--- src/source/mips_pkg.sv ---
// widths, instruction encodings, alu operations and pipeline register types
package mips_pkg;

   localparam int unsigned XLEN       = 32;
   localparam int unsigned REG_ADDR_W = 5;

   // primary opcodes
   typedef enum logic [5:0] {
      OP_RTYPE = 6'd0,
      OP_J     = 6'd2,
      OP_BEQ   = 6'd4,
      OP_ADDI  = 6'd8,
      OP_LW    = 6'd35,
      OP_SW    = 6'd43
   } opcode_e;

   // r-type function field
   typedef enum logic [5:0] {
      FN_ADD = 6'd32,
      FN_SUB = 6'd34,
      FN_AND = 6'd36,
      FN_OR  = 6'd37,
      FN_SLT = 6'd42
   } funct_e;

   typedef enum logic [3:0] {
      ALU_AND = 4'd0,
      ALU_OR  = 4'd1,
      ALU_ADD = 4'd2,
      ALU_SUB = 4'd6,
      ALU_SLT = 4'd7
   } alu_op_e;

   typedef struct packed {
      logic reg_write;
      logic reg_dst;
      logic alu_src;
      logic mem_read;
      logic mem_write;
      logic mem_to_reg;
      logic branch;
   } ctrl_t;

   typedef struct packed {
      ctrl_t                 ctrl;
      logic [XLEN-1:0]       pc_plus_4;
      logic [XLEN-1:0]       rs_data;
      logic [XLEN-1:0]       rt_data;
      logic [XLEN-1:0]       imm;
      logic [REG_ADDR_W-1:0] rs;
      logic [REG_ADDR_W-1:0] rt;
      logic [REG_ADDR_W-1:0] rd;
      logic [5:0]            funct;
   } id_ex_t;

   typedef struct packed {
      logic                  reg_write;
      logic                  mem_read;
      logic                  mem_write;
      logic                  mem_to_reg;
      logic [XLEN-1:0]       alu_result;
      logic [XLEN-1:0]       store_data;
      logic [REG_ADDR_W-1:0] dest;
   } ex_mem_t;

endpackage

--- src/source/regfile_if.sv ---
// register file read and write port bundle with decode, writeback, snoop and regfile modports
`timescale 1ns/1ps

interface regfile_if;

   logic [mips_pkg::REG_ADDR_W-1:0] rs_addr;
   logic [mips_pkg::REG_ADDR_W-1:0] rt_addr;
   logic [mips_pkg::XLEN-1:0]       rs_data;
   logic [mips_pkg::XLEN-1:0]       rt_data;
   logic                            wr_en;
   logic [mips_pkg::REG_ADDR_W-1:0] wr_addr;
   logic [mips_pkg::XLEN-1:0]       wr_data;

   modport decode    (output rs_addr, rt_addr, input rs_data, rt_data);
   modport writeback (output wr_en, wr_addr, wr_data);
   modport snoop     (input wr_en, wr_addr, wr_data);
   modport regfile   (input rs_addr, rt_addr, wr_en, wr_addr, wr_data,
                      output rs_data, rt_data);

endinterface

--- src/source/mips_regfile.sv ---
// 32-entry register file with write-first reads and the led mirror register
`timescale 1ns/1ps

module mips_regfile #(
   parameter int unsigned LED_REG = 3
) (
   input  logic              clk,
   input  logic              rst_n,
   regfile_if.regfile        rf,
   output logic [7:0]        led_o
);

   localparam logic [mips_pkg::REG_ADDR_W-1:0] LED_ADDR = LED_REG[mips_pkg::REG_ADDR_W-1:0];

   logic [mips_pkg::XLEN-1:0] regs [32];
   logic                      wr_live;

   // r0 is never written
   assign wr_live = rf.wr_en && (rf.wr_addr != '0);

   always_ff @(posedge clk) begin
      if (!rst_n) begin
         for (int i = 0; i < 32; i++) begin
            regs[i] <= '0;
         end
         led_o <= '0;
      end else if (wr_live) begin
         regs[rf.wr_addr] <= rf.wr_data;
         if (rf.wr_addr == LED_ADDR) begin
            led_o <= rf.wr_data[7:0];
         end
      end
   end

   // write-first bypass
   assign rf.rs_data = (wr_live && rf.wr_addr == rf.rs_addr) ? rf.wr_data : regs[rf.rs_addr];
   assign rf.rt_data = (wr_live && rf.wr_addr == rf.rt_addr) ? rf.wr_data : regs[rf.rt_addr];

endmodule

--- src/source/fetch_stage.sv ---
// program counter, next-pc selection and the if/id register
`timescale 1ns/1ps

module fetch_stage (
   input  logic                      clk,
   input  logic                      rst_n,
   input  logic [mips_pkg::XLEN-1:0] imem_data_i,
   input  logic                      stall_i,
   input  logic                      jump_i,
   input  logic [mips_pkg::XLEN-1:0] jump_target_i,
   input  logic                      branch_i,
   input  logic [mips_pkg::XLEN-1:0] branch_target_i,
   output logic [mips_pkg::XLEN-1:0] imem_addr_o,
   output logic [mips_pkg::XLEN-1:0] instr_o,
   output logic [mips_pkg::XLEN-1:0] pc_plus_4_o
);

   logic [mips_pkg::XLEN-1:0] pc_q;
   logic [mips_pkg::XLEN-1:0] pc_seq;
   logic [mips_pkg::XLEN-1:0] pc_next;

   // word addressed, so the sequential step is one
   assign pc_seq      = pc_q + 1'b1;
   assign imem_addr_o = pc_q;

   always_comb begin
      if (branch_i) begin
         pc_next = branch_target_i;
      end else if (jump_i) begin
         pc_next = jump_target_i;
      end else if (stall_i) begin
         pc_next = pc_q;
      end else begin
         pc_next = pc_seq;
      end
   end

   always_ff @(posedge clk) begin
      if (!rst_n) begin
         pc_q        <= '0;
         instr_o     <= '0;
         pc_plus_4_o <= '0;
      end else begin
         pc_q <= pc_next;
         // all-zero word decodes as a no-op
         if (branch_i || jump_i) begin
            instr_o     <= '0;
            pc_plus_4_o <= '0;
         end else if (!stall_i) begin
            instr_o     <= imem_data_i;
            pc_plus_4_o <= pc_seq;
         end
      end
   end

endmodule

--- src/source/decode_stage.sv ---
// main control decode, jump handling, load-use detection and the id/ex register
`timescale 1ns/1ps

module decode_stage (
   input  logic                      clk,
   input  logic                      rst_n,
   input  logic [mips_pkg::XLEN-1:0] instr_i,
   input  logic [mips_pkg::XLEN-1:0] pc_plus_4_i,
   input  logic                      flush_i,
   regfile_if.decode                 rf,
   output logic                      stall_o,
   output logic                      jump_o,
   output logic [mips_pkg::XLEN-1:0] jump_target_o,
   output mips_pkg::id_ex_t          id_ex_o
);

   logic [5:0]                      opcode;
   logic [5:0]                      funct;
   logic [mips_pkg::REG_ADDR_W-1:0] rs;
   logic [mips_pkg::REG_ADDR_W-1:0] rt;
   logic [mips_pkg::REG_ADDR_W-1:0] rd;
   logic                            funct_ok;
   logic                            uses_rs;
   logic                            uses_rt;
   mips_pkg::ctrl_t                 ctrl;
   mips_pkg::id_ex_t                id_ex_d;

   assign opcode = instr_i[31:26];
   assign rs     = instr_i[25:21];
   assign rt     = instr_i[20:16];
   assign rd     = instr_i[15:11];
   assign funct  = instr_i[5:0];

   assign rf.rs_addr = rs;
   assign rf.rt_addr = rt;

   always_comb begin
      case (funct)
         mips_pkg::FN_ADD, mips_pkg::FN_SUB, mips_pkg::FN_AND,
         mips_pkg::FN_OR, mips_pkg::FN_SLT: funct_ok = 1'b1;
         default:                           funct_ok = 1'b0;
      endcase
   end

   // unknown opcodes and functs leave every flag low
   always_comb begin
      ctrl = '0;
      case (opcode)
         mips_pkg::OP_RTYPE: begin
            ctrl.reg_write = funct_ok;
            ctrl.reg_dst   = funct_ok;
         end
         mips_pkg::OP_ADDI: begin
            ctrl.reg_write = 1'b1;
            ctrl.alu_src   = 1'b1;
         end
         mips_pkg::OP_LW: begin
            ctrl.reg_write  = 1'b1;
            ctrl.alu_src    = 1'b1;
            ctrl.mem_read   = 1'b1;
            ctrl.mem_to_reg = 1'b1;
         end
         mips_pkg::OP_SW: begin
            ctrl.alu_src   = 1'b1;
            ctrl.mem_write = 1'b1;
         end
         mips_pkg::OP_BEQ: ctrl.branch = 1'b1;
         default:          ctrl = '0;
      endcase
   end

   // j and no-ops read nothing
   assign uses_rs = |ctrl;
   assign uses_rt = ctrl.reg_dst | ctrl.mem_write | ctrl.branch;

   assign stall_o = id_ex_o.ctrl.mem_read && (id_ex_o.rt != '0) &&
                    ((uses_rs && rs == id_ex_o.rt) || (uses_rt && rt == id_ex_o.rt));

   assign jump_o        = (opcode == mips_pkg::OP_J);
   assign jump_target_o = {pc_plus_4_i[mips_pkg::XLEN-1:26], instr_i[25:0]};

   always_comb begin
      id_ex_d.ctrl      = ctrl;
      id_ex_d.pc_plus_4 = pc_plus_4_i;
      id_ex_d.rs_data   = rf.rs_data;
      id_ex_d.rt_data   = rf.rt_data;
      id_ex_d.imm       = {{(mips_pkg::XLEN-16){instr_i[15]}}, instr_i[15:0]};
      id_ex_d.rs        = rs;
      id_ex_d.rt        = rt;
      id_ex_d.rd        = rd;
      id_ex_d.funct     = funct;
   end

   always_ff @(posedge clk) begin
      if (!rst_n || stall_o || flush_i) begin
         id_ex_o <= '0;
      end else begin
         id_ex_o <= id_ex_d;
      end
   end

endmodule

--- src/source/execute_stage.sv ---
// operand forwarding, alu control, alu, beq resolution and the ex/mem register
`timescale 1ns/1ps

module execute_stage (
   input  logic                      clk,
   input  logic                      rst_n,
   input  mips_pkg::id_ex_t          id_ex_i,
   regfile_if.snoop                  wb,
   output logic                      branch_o,
   output logic [mips_pkg::XLEN-1:0] branch_target_o,
   output mips_pkg::ex_mem_t         ex_mem_o
);

   logic [mips_pkg::XLEN-1:0]       op_a;
   logic [mips_pkg::XLEN-1:0]       rt_fwd;
   logic [mips_pkg::XLEN-1:0]       op_b;
   logic [mips_pkg::XLEN-1:0]       alu_result;
   logic [mips_pkg::REG_ADDR_W-1:0] dest;
   logic                            mem_fwd_ok;
   logic                            wb_fwd_ok;
   logic                            slt_bit;
   mips_pkg::alu_op_e               alu_op;
   mips_pkg::ex_mem_t               ex_mem_d;

   // a load in ex/mem has no result yet, the stall covers that case
   assign mem_fwd_ok = ex_mem_o.reg_write && !ex_mem_o.mem_read && (ex_mem_o.dest != '0);
   assign wb_fwd_ok  = wb.wr_en && (wb.wr_addr != '0);

   always_comb begin
      if (mem_fwd_ok && ex_mem_o.dest == id_ex_i.rs) begin
         op_a = ex_mem_o.alu_result;
      end else if (wb_fwd_ok && wb.wr_addr == id_ex_i.rs) begin
         op_a = wb.wr_data;
      end else begin
         op_a = id_ex_i.rs_data;
      end
   end

   always_comb begin
      if (mem_fwd_ok && ex_mem_o.dest == id_ex_i.rt) begin
         rt_fwd = ex_mem_o.alu_result;
      end else if (wb_fwd_ok && wb.wr_addr == id_ex_i.rt) begin
         rt_fwd = wb.wr_data;
      end else begin
         rt_fwd = id_ex_i.rt_data;
      end
   end

   assign op_b = id_ex_i.ctrl.alu_src ? id_ex_i.imm : rt_fwd;

   // alu control, r-type takes the funct field
   always_comb begin
      alu_op = mips_pkg::ALU_ADD;
      if (id_ex_i.ctrl.branch) begin
         alu_op = mips_pkg::ALU_SUB;
      end else if (id_ex_i.ctrl.reg_dst) begin
         case (id_ex_i.funct)
            mips_pkg::FN_SUB: alu_op = mips_pkg::ALU_SUB;
            mips_pkg::FN_AND: alu_op = mips_pkg::ALU_AND;
            mips_pkg::FN_OR:  alu_op = mips_pkg::ALU_OR;
            mips_pkg::FN_SLT: alu_op = mips_pkg::ALU_SLT;
            default:          alu_op = mips_pkg::ALU_ADD;
         endcase
      end
   end

   assign slt_bit = $signed(op_a) < $signed(op_b);

   always_comb begin
      case (alu_op)
         mips_pkg::ALU_AND: alu_result = op_a & op_b;
         mips_pkg::ALU_OR:  alu_result = op_a | op_b;
         mips_pkg::ALU_SUB: alu_result = op_a - op_b;
         mips_pkg::ALU_SLT: alu_result = {{(mips_pkg::XLEN-1){1'b0}}, slt_bit};
         default:           alu_result = op_a + op_b;
      endcase
   end

   assign branch_o        = id_ex_i.ctrl.branch && (alu_result == '0);
   assign branch_target_o = id_ex_i.pc_plus_4 + id_ex_i.imm;

   assign dest = id_ex_i.ctrl.reg_dst ? id_ex_i.rd : id_ex_i.rt;

   always_comb begin
      ex_mem_d.reg_write  = id_ex_i.ctrl.reg_write;
      ex_mem_d.mem_read   = id_ex_i.ctrl.mem_read;
      ex_mem_d.mem_write  = id_ex_i.ctrl.mem_write;
      ex_mem_d.mem_to_reg = id_ex_i.ctrl.mem_to_reg;
      ex_mem_d.alu_result = alu_result;
      ex_mem_d.store_data = rt_fwd;
      ex_mem_d.dest       = dest;
   end

   always_ff @(posedge clk) begin
      if (!rst_n) begin
         ex_mem_o <= '0;
      end else begin
         ex_mem_o <= ex_mem_d;
      end
   end

endmodule

--- src/source/memory_stage.sv ---
// data memory, the mem/wb register and the write-back select
`timescale 1ns/1ps

module memory_stage #(
   parameter int unsigned DMEM_WORDS = 64
) (
   input  logic              clk,
   input  logic              rst_n,
   input  mips_pkg::ex_mem_t ex_mem_i,
   regfile_if.writeback      wb
);

   logic [mips_pkg::XLEN-1:0]       dmem [DMEM_WORDS];
   logic [mips_pkg::XLEN-1:0]       dmem_addr;
   logic [mips_pkg::XLEN-1:0]       load_q;
   logic [mips_pkg::XLEN-1:0]       alu_q;
   logic [mips_pkg::REG_ADDR_W-1:0] dest_q;
   logic                            reg_write_q;
   logic                            mem_to_reg_q;

   // word index wraps at the memory depth
   assign dmem_addr = ex_mem_i.alu_result % DMEM_WORDS;

   always_ff @(posedge clk) begin
      if (ex_mem_i.mem_write) begin
         dmem[dmem_addr] <= ex_mem_i.store_data;
      end
      if (ex_mem_i.mem_read) begin
         load_q <= dmem[dmem_addr];
      end
      alu_q <= ex_mem_i.alu_result;
   end

   always_ff @(posedge clk) begin
      if (!rst_n) begin
         reg_write_q  <= 1'b0;
         mem_to_reg_q <= 1'b0;
         dest_q       <= '0;
      end else begin
         reg_write_q  <= ex_mem_i.reg_write;
         mem_to_reg_q <= ex_mem_i.mem_to_reg;
         dest_q       <= ex_mem_i.dest;
      end
   end

   assign wb.wr_en   = reg_write_q;
   assign wb.wr_addr = dest_q;
   assign wb.wr_data = mem_to_reg_q ? load_q : alu_q;

endmodule

--- src/source/mips_core.sv ---
// five-stage pipelined core top level, stages and register file
`timescale 1ns/1ps

module mips_core #(
   parameter int unsigned DMEM_WORDS = 64,
   parameter int unsigned LED_REG    = 3
) (
   input  logic                      clk,
   input  logic                      rst_n,
   input  logic [mips_pkg::XLEN-1:0] imem_data_i,
   output logic [mips_pkg::XLEN-1:0] imem_addr_o,
   output logic [7:0]                led_o
);

   logic [mips_pkg::XLEN-1:0] instr;
   logic [mips_pkg::XLEN-1:0] pc_plus_4;
   logic                      stall;
   logic                      jump;
   logic [mips_pkg::XLEN-1:0] jump_target;
   logic                      branch;
   logic [mips_pkg::XLEN-1:0] branch_target;
   mips_pkg::id_ex_t          id_ex;
   mips_pkg::ex_mem_t         ex_mem;

   regfile_if rf_bus ();

   fetch_stage u_fetch (
      .clk             (clk),
      .rst_n           (rst_n),
      .imem_data_i     (imem_data_i),
      .stall_i         (stall),
      .jump_i          (jump),
      .jump_target_i   (jump_target),
      .branch_i        (branch),
      .branch_target_i (branch_target),
      .imem_addr_o     (imem_addr_o),
      .instr_o         (instr),
      .pc_plus_4_o     (pc_plus_4)
   );

   decode_stage u_decode (
      .clk           (clk),
      .rst_n         (rst_n),
      .instr_i       (instr),
      .pc_plus_4_i   (pc_plus_4),
      .flush_i       (branch),
      .rf            (rf_bus.decode),
      .stall_o       (stall),
      .jump_o        (jump),
      .jump_target_o (jump_target),
      .id_ex_o       (id_ex)
   );

   execute_stage u_execute (
      .clk             (clk),
      .rst_n           (rst_n),
      .id_ex_i         (id_ex),
      .wb              (rf_bus.snoop),
      .branch_o        (branch),
      .branch_target_o (branch_target),
      .ex_mem_o        (ex_mem)
   );

   memory_stage #(.DMEM_WORDS(DMEM_WORDS)) u_memory (
      .clk      (clk),
      .rst_n    (rst_n),
      .ex_mem_i (ex_mem),
      .wb       (rf_bus.writeback)
   );

   mips_regfile #(.LED_REG(LED_REG)) u_regfile (
      .clk   (clk),
      .rst_n (rst_n),
      .rf    (rf_bus.regfile),
      .led_o (led_o)
   );

endmodule

--- config.mk ---
export PLATFORM = sky130hd
export DESIGN_NAME = mips_core
export DESIGN_NICKNAME = d
export VERILOG_FILES = /design/src/source/mips_pkg.sv /design/src/source/regfile_if.sv /design/src/source/mips_regfile.sv /design/src/source/fetch_stage.sv /design/src/source/decode_stage.sv /design/src/source/execute_stage.sv /design/src/source/memory_stage.sv /design/src/source/mips_core.sv
export SDC_FILE = /design/constraint.sdc
export NUM_CORES = 2
export LEC_CHECK = 0
export ABC_AREA = 1
export BUFFER_PORTS_ARGS = -buffer_cell sky130_fd_sc_hd__buf_2
export CORE_MARGIN = 2
export CORE_UTILIZATION = 30
export DETAILED_ROUTE_END_ITERATION = 8
export GPL_TIMING_DRIVEN = 1
export PLACE_DENSITY = 0.44
export SLEW_MARGIN = 5
export SYNTH_ARGS = -nofsm -noshare
export SYNTH_HDL_FRONTEND = slang
export SYNTH_SLANG_ARGS = --single-unit
--- constraint.sdc ---
create_clock -name clk -period 10.2 [get_ports clk]
set_input_delay 0 -clock clk [delete_from_list [all_inputs] [get_ports clk]]
set_output_delay 0 -clock clk [all_outputs]
set_load 0.01 [all_outputs]
Word-level counts from Yosys, hierarchy flattened
Memory sizes are Yosys's and may differ from the RTL's. A register that Yosys moved wholly into a read port is not among the register bits.
Cells that the tools add are included.
{ "word_totals": {"ff_bits": 290, "mem_bits_rw": 3072, "inputBits": 34, "out_inout_bits": 40, "wordCells": 124, "mem_count": 2} }
{ "classes": {"add_sub_neg": 4, "n_lt_le_gt_ge": 1, "eq_ne": 25, "n_mux": 30, "bitwise": 5, "n_reduce_logical": 31} }
{ "memory_table": {"columns": ["name", "words", "width", "rd", "rd_clocked_by_memory_dff", "wr", "line", "source"], "rows": [
  ["u_memory.dmem", 64, 32, 1, 1, 1, "memory_stage.sv:13", "logic [mips_pkg::XLEN-1:0] dmem [DMEM_WORDS];"],
  ["u_regfile.regs", 32, 32, 2, 2, 32, "mips_regfile.sv:15", "logic [mips_pkg::XLEN-1:0] regs [32];"]
]} }
{ "ops": {"columns": ["op", "count"], "rows": [
  ["32-bit 2-to-1 mux", 10],
  ["32-bit case mux with 4 select lines", 1],
  ["6-bit == test (second input constant)", 11],
  ["32-bit adder", 2],
  ["32-bit by 1-bit adder with 32-bit output (second input constant)", 1],
  ["32-bit bitwise AND", 1],
  ["32-bit logical NOT", 1],
  ["32-bit less-than comparator", 1],
  ["32-bit OR", 1],
  ["32-bit OR reduction", 1],
  ["32-bit subtractor", 1],
  ["5-bit == test", 6],
  ["5-bit nonzero test", 3],
  ["1-bit 2-to-1 mux", 13],
  ["1-bit logical AND", 12],
  ["3-bit case mux with 4 select lines", 1],
  ["5-bit 2-to-1 mux", 2],
  ["4-bit by 3-bit == test with 1-bit output (second input constant)", 2],
  ["4-bit 2-to-1 mux", 2],
  ["6-bit by 2-bit == test with 1-bit output (second input constant)", 1],
  ["6-bit by 3-bit == test with 1-bit output (second input constant)", 1],
  ["6-bit by 4-bit == test with 1-bit output (second input constant)", 1],
  ["6-bit logical NOT", 1],
  ["6-bit OR reduction", 1],
  ["other kinds (13)", 19]
]} }

Depth between registers and ports, before layout
{ "depth": {"depth_word": 12, "depth_mapped": 38} }

By module
A second synthesis with hierarchy kept.
{ "hier_totals": {"cells_unflattened": 19233, "hier_area_um2": 165962.9} }
{ "modules_own_cells": {"columns": ["module", "n_inst", "cells_each", "area_per_inst_um2", "seq_area_each_um2"], "rows": [
  ["memory_stage", 1, 8529, 88009.4, 63240.7],
  ["mips_regfile", 1, 7279, 56625.6, 30909.6],
  ["execute_stage", 1, 2125, 11752.5, 1461.4],
  ["fetch_stage", 1, 755, 5048.6, 1921.8],
  ["decode_stage", 1, 545, 4526.8, 2562.5]
]} }

Least setup slack after synthesis
Ideal clock, no wire load.
{ "synth_timing": {"path_kind": "register to register", "start": "register u_execute.ex_mem_o[71] (netlist bit)", "end": "register u_decode.id_ex_o[16] (netlist bit)", "arrival_ns": 4.645, "required_time_ns": 10.072, "setup_slack_ns": 5.427, "path_stages_with_launch": 30, "path_cell_list": "dfxtp_1 nand3b_1 nor4_1 nand3_1 clkbuf_1 o211ai_1 o21ai_0 o21ai_0 ha_1 fa_1 nand2_1 nand2_1 nand2_1 inv_1 nand2_1 nand3_1 nand2_1 nand4_1 nand3_1 nand3_1 nor2_1 nand2_1 nor2_1 nand3_2 nand2_2 inv_2 nand2_2 buf_6 buf_6 nor2_1"} }
{ "synth_between": {"elab_chain_cells": 11} }
{ "synth_lines": {"columns": ["element", "line", "source"], "rows": [
  ["from (decl)", "execute_stage.sv:11", "output mips_pkg::ex_mem_t ex_mem_o"],
  ["from (signal assigned)", "execute_stage.sv:98", "ex_mem_o <= ex_mem_d;"],
  ["1-bit logical NOT (*)", "execute_stage.sv:26", "assign mem_fwd_ok = ex_mem_o.reg_write && !ex_mem_o.mem_read && (ex_mem_o.dest != '0);"],
  ["1-bit logical AND (*) (2 in series)", "execute_stage.sv:26", null],
  ["1-bit logical AND", "execute_stage.sv:40", "if (mem_fwd_ok && ex_mem_o.dest == id_ex_i.rt) begin"],
  ["32-bit 2-to-1 mux", "execute_stage.sv:40", null],
  ["32-bit 2-to-1 mux", "execute_stage.sv:49", "assign op_b = id_ex_i.ctrl.alu_src ? id_ex_i.imm : rt_fwd;"],
  ["32-bit adder, or another cell as far along", "execute_stage.sv:75", "default: alu_result = op_a + op_b;"],
  ["32-bit case mux with 4 select lines (*)", "execute_stage.sv:70", "case (alu_op)"],
  ["32-bit logical NOT (*)", "execute_stage.sv:79", "assign branch_o = id_ex_i.ctrl.branch && (alu_result == '0);"],
  ["1-bit logical AND (*)", "execute_stage.sv:79", null],
  ["1-bit logical OR (*)", "decode_stage.sv:95", "if (!rst_n || stall_o || flush_i) begin"],
  ["to (signal assigned)", "decode_stage.sv:98", "id_ex_o <= id_ex_d;"],
  ["to (decl)", "decode_stage.sv:14", "output mips_pkg::id_ex_t id_ex_o"]
]} }
Mark *: on every way between the ends. The rest lies on a longest branch, timed or not.
A chain may end at the register's enable or synchronous reset.

Worst setup path in the final report
{ "layout_timing": {"start": "register u_memory.dest_q (netlist bit u_memory.wb.wr_addr[3])", "end": "register u_fetch.pc_q (netlist bit u_fetch.imem_addr_o[23])"} }
{ "layout_between": {"elab_chain_cells": 11} }
{ "layout_lines": {"columns": ["element", "line", "source"], "rows": [
  ["from (decl)", "memory_stage.sv:17", "logic [mips_pkg::REG_ADDR_W-1:0] dest_q;"],
  ["from (signal assigned)", "memory_stage.sv:42", "dest_q <= ex_mem_i.dest;"],
  ["5-bit nonzero test", "execute_stage.sv:27", "assign wb_fwd_ok = wb.wr_en && (wb.wr_addr != '0);"],
  ["1-bit logical AND", "execute_stage.sv:27", null],
  ["1-bit logical AND", "execute_stage.sv:42", "end else if (wb_fwd_ok && wb.wr_addr == id_ex_i.rt) begin"],
  ["32-bit 2-to-1 mux", "execute_stage.sv:42", null],
  ["32-bit 2-to-1 mux", "execute_stage.sv:40", null],
  ["32-bit 2-to-1 mux", "execute_stage.sv:49", null],
  ["32-bit adder, or another cell as far along", "execute_stage.sv:75", null],
  ["32-bit case mux with 4 select lines (*)", "execute_stage.sv:70", null],
  ["32-bit logical NOT (*)", "execute_stage.sv:79", null],
  ["1-bit logical AND (*)", "execute_stage.sv:79", null],
  ["3-bit by 2-bit inequality test with 1-bit output (no line) / 32-bit 2-to-1 mux (equally long branches)", null, null],
  ["to (signal assigned)", "fetch_stage.sv:44", "pc_q <= pc_next;"],
  ["to (decl)", "fetch_stage.sv:18", "logic [mips_pkg::XLEN-1:0] pc_q;"]
]} }
Marks and branches as above.

==> impl_metrics.json <==
{
  "status": "finished, violations left",
  "violations": "antenna violations",
  "die_y_um": 716,
  "ys_ff_latch": 3447,
  "arrival_ns": 8.99,
  "cts_max_level": 5,
  "routed-via-count": 114000,
  "power_leakage_nw": 60.1,
  "slew_viol_final": 0,
  "crit_type": "reg -> reg",
  "dr.pass1.iters": 6,
  "die-area_um2": 513000,
  "die_w_um": 716,
  "synth_top_flop_cell": "edfxtp_1",
  "synth_largest_area_cell": "edfxtp_1",
  "max_freq_mhz": 123,
  "overflow": 0,
  "num_rows": 261,
  "drt-total-wl_mm": 611,
  "critical-path-max-stage-delay_ns": 0.77,
  "finalCriticalPeriod_ns": 8.10,
  "design.core.area_um2": 505000,
  "worstPathMaxFanout": 39,
  "drc": 0,
  "hold_viol_final": 0,
  "synth_cells": 14100,
  "setup_viol": 0,
  "synth_area_leaders": "edfxtp_1, o21ai_0, nor2_1",
  "hpwl_mm": 350,
  "setup.worst_path.start_class": "register",
  "fin_skew_ns": 0.0735,
  "antenna_found_initial": 24,
  "grt_pass1_wl_mm": 851,
  "clock_latency_ns": 1.00,
  "num_io_pins": 74,
  "cpMostUsedCell": "nand2_1",
  "pre_cts_slack_ns": 2.24,
  "reg2reg_slack_ns": 2.10,
  "critPathSlowestCell": "nand2_2",
  "dr.first_iter.drc_count": 13000,
  "routedWlPerCell_um": 29.1,
  "stdcell_area_um2": 174000,
  "cts_tree": "built",
  "ir_worst_vdd_v": 0.000146,
  "cts.path.max_buffers": 4,
  "cp.required_ns": 11.08,
  "layoutNonFillerInstCount": 21000,
  "cts_inserted_buffers": 377,
  "ctsRootBufferMaster": "clkbuf_16",
  "async_flop_share_pct": 0,
  "cts_resized": 0,
  "start_util_pct": 30.1,
  "clk_pin_slew_ns": 0.06,
  "hp-class": "in -> reg",
  "layout.nets": 14100,
  "numClockSinks": 3447,
  "rsz0062_at_grt": "no",
  "setup.worst_path.end_class": "register",
  "port_buffers": 73,
  "post_cts_buffers": 0,
  "syn_to_final_growth_pct": 14.2,
  "gp_congestion": 0.893,
  "synth_edf_count": 3104,
  "grt_max_degree": 136,
  "fin_ws_ns": 2.10,
  "detail-route-antenna-nets": 1,
  "dp_cells": 20200,
  "yosysSeqAreaShare_pct": 65.8,
  "ys_warn_count": 0,
  "whs_ns": 0.190,
  "grt_pass1_vias": 108000,
  "tns_ns": 0,
  "via_per_inst": 5.41,
  "final_layout_size_suffix_gt1_share_pct": 8.74,
  "syn_area_um2": 152000,
  "worst_pin_slew_ns": 1.20,
  "finalCritPeriodShare_pct": 79.4,
  "synth_top_cell_area_share_pct": 61.3,
  "cap_violations": 0,
  "powerDensity_nw_per_um2": 199,
  "syn_avg_cell_area_um2": 10.8,
  "placedInstanceArea_um2": 161000,
  "relSlewSlack_pct": 20.0,
  "synthDistinctLibCells": 63,
  "grt.total_usage_pct": 23.0,
  "cts_hold_buf": 65
}
## cells by family after synthesis
family	count (synthesis)	synth area share [%]
buf+inv	1945	4.92
xor+xnor	90	0.518
compound gates	3668	14.6
flops	3447	65.8
simple gates	4853	13.1
other cells	1	0.00247
mux	4	0.0263
fa+ha+maj	131	1.09
## path summary, 6_finish.rpt
check | from | to | cells after the start
worst max-delay path | u_memory.wb.wr_addr[3] | u_fetch.imem_addr_o[23] | 29
worst min-delay path | rst_n | u_execute.ex_mem_o[48] | 4
worst max register to register | u_memory.wb.wr_addr[3] | u_fetch.imem_addr_o[23] | 29
worst min register to register | u_execute.ex_mem_o[61] | u_memory.alu_q[24] | 0
## metrics by stage
step | util [%] | total power (W)
after floorplan | - | 0.0188
after global placement | 31.9 | 0.0213
after detailed placement | 31.9 | 0.0212
after CTS | 34.4 | 0.0347
after global routing | 34.4 | 0.0356
final | 34.4 | 0.0345
## registers in the layout, indices dropped and copies added (netlist names)
name,flops
u_regfile.regs,1024
u_execute.ex_mem_o,72
u_memory.mem_to_reg_q,1
u_decode.id_ex_o,128
u_fetch.imem_addr_o,32
u_memory.wb.wr_addr,5
u_memory.wb.wr_en,1
u_fetch.instr_o,32
u_memory.alu_q,32
u_memory.load_q,32
u_memory.dmem,2048
u_regfile.led_o,8
u_fetch.pc_plus_4_o,32
## synth_stat cells, types with 54 or more instances
library cell  instances
a21oi_1             666
a221oi_1            244
a22o_1              175
a22oi_1             305
buf_1               101
buf_2                54
clkbuf_1            879
dfxtp_1             343
edfxtp_1           3104
ha_1                128
inv_1               863
nand2_1            1888
nand3_1             409
nand4_1             304
nor2_1             2088
nor3_1               66
o211ai_1             81
o21ai_0            1765
o221ai_1            242
o22ai_1              55
xor2_1               63
## layout by cell type (no fill, tap or decap), types with 24 or more instances in the layout
cell type and instances:
nor2_4 66, a22o_1 175, a31oi_1 38, dlygate4sd3_1 65, o21ai_0 1765, nand4_1 304
nand3_1 406, inv_1 857, diode_2 24, edfxtp_1 3104, o211ai_1 81, xor2_1 63
clkbuf_1 96, buf_4 323, a22oi_1 305, o221ai_1 242, buf_2 72, nand2_1 1824
dfxtp_1 299, nor3_1 50, o22ai_1 55, clkbuf_16 386, dfxtp_2 34, or2_2 28
buf_12 25, nand2_2 49, a21oi_1 665, nor2_1 2023, conb_1 32, xnor2_1 27
clkinv_2 59, ha_1 128, clkinv_1 90, o21ai_4 28, a221oi_1 244
## metal layers
layer  share of wire, %  up-vias  global-route usage [%]
li1                   -    50500                       -
met4                4.4        4                    8.97
met2                 45     4713                    36.6
met3                6.8     1036                    2.94
met1                 44    57400                    32.0
met5             0.0034        -                       0
## area by class of cell
cell class	count	area, µm²
antenna	24	60.1
clock buffer	496	10200
clock inverter	192	1650
fill	50200	331000
inverter	894	3400
multi-input combinational	8778	45900
sequential	3447	100000
tap	6706	8390
timing repair buffer	485	3940
## power by group
group / switching [W] / leakage, nW / internal, W
logic: 0.00391 / 21.8 / 0.00121
registers: 0.000193 / 32.5 / 0.0157
clock network: 0.00598 / 5.79 / 0.00750
total: 0.0101 / 60.1 / 0.0244
## critical path, delay by kind of cell, from the launching register on
family / cells / cell delay [ns]
DFF: 1 / 0.43
adders and majority gates: 1 / 0.57
and+or+nand+nor: 21 / 5.57
AOI/OAI and AO/OA: 3 / 0.54
buffers and inverters: 4 / 0.79
(Power assumes the default switching activity.)
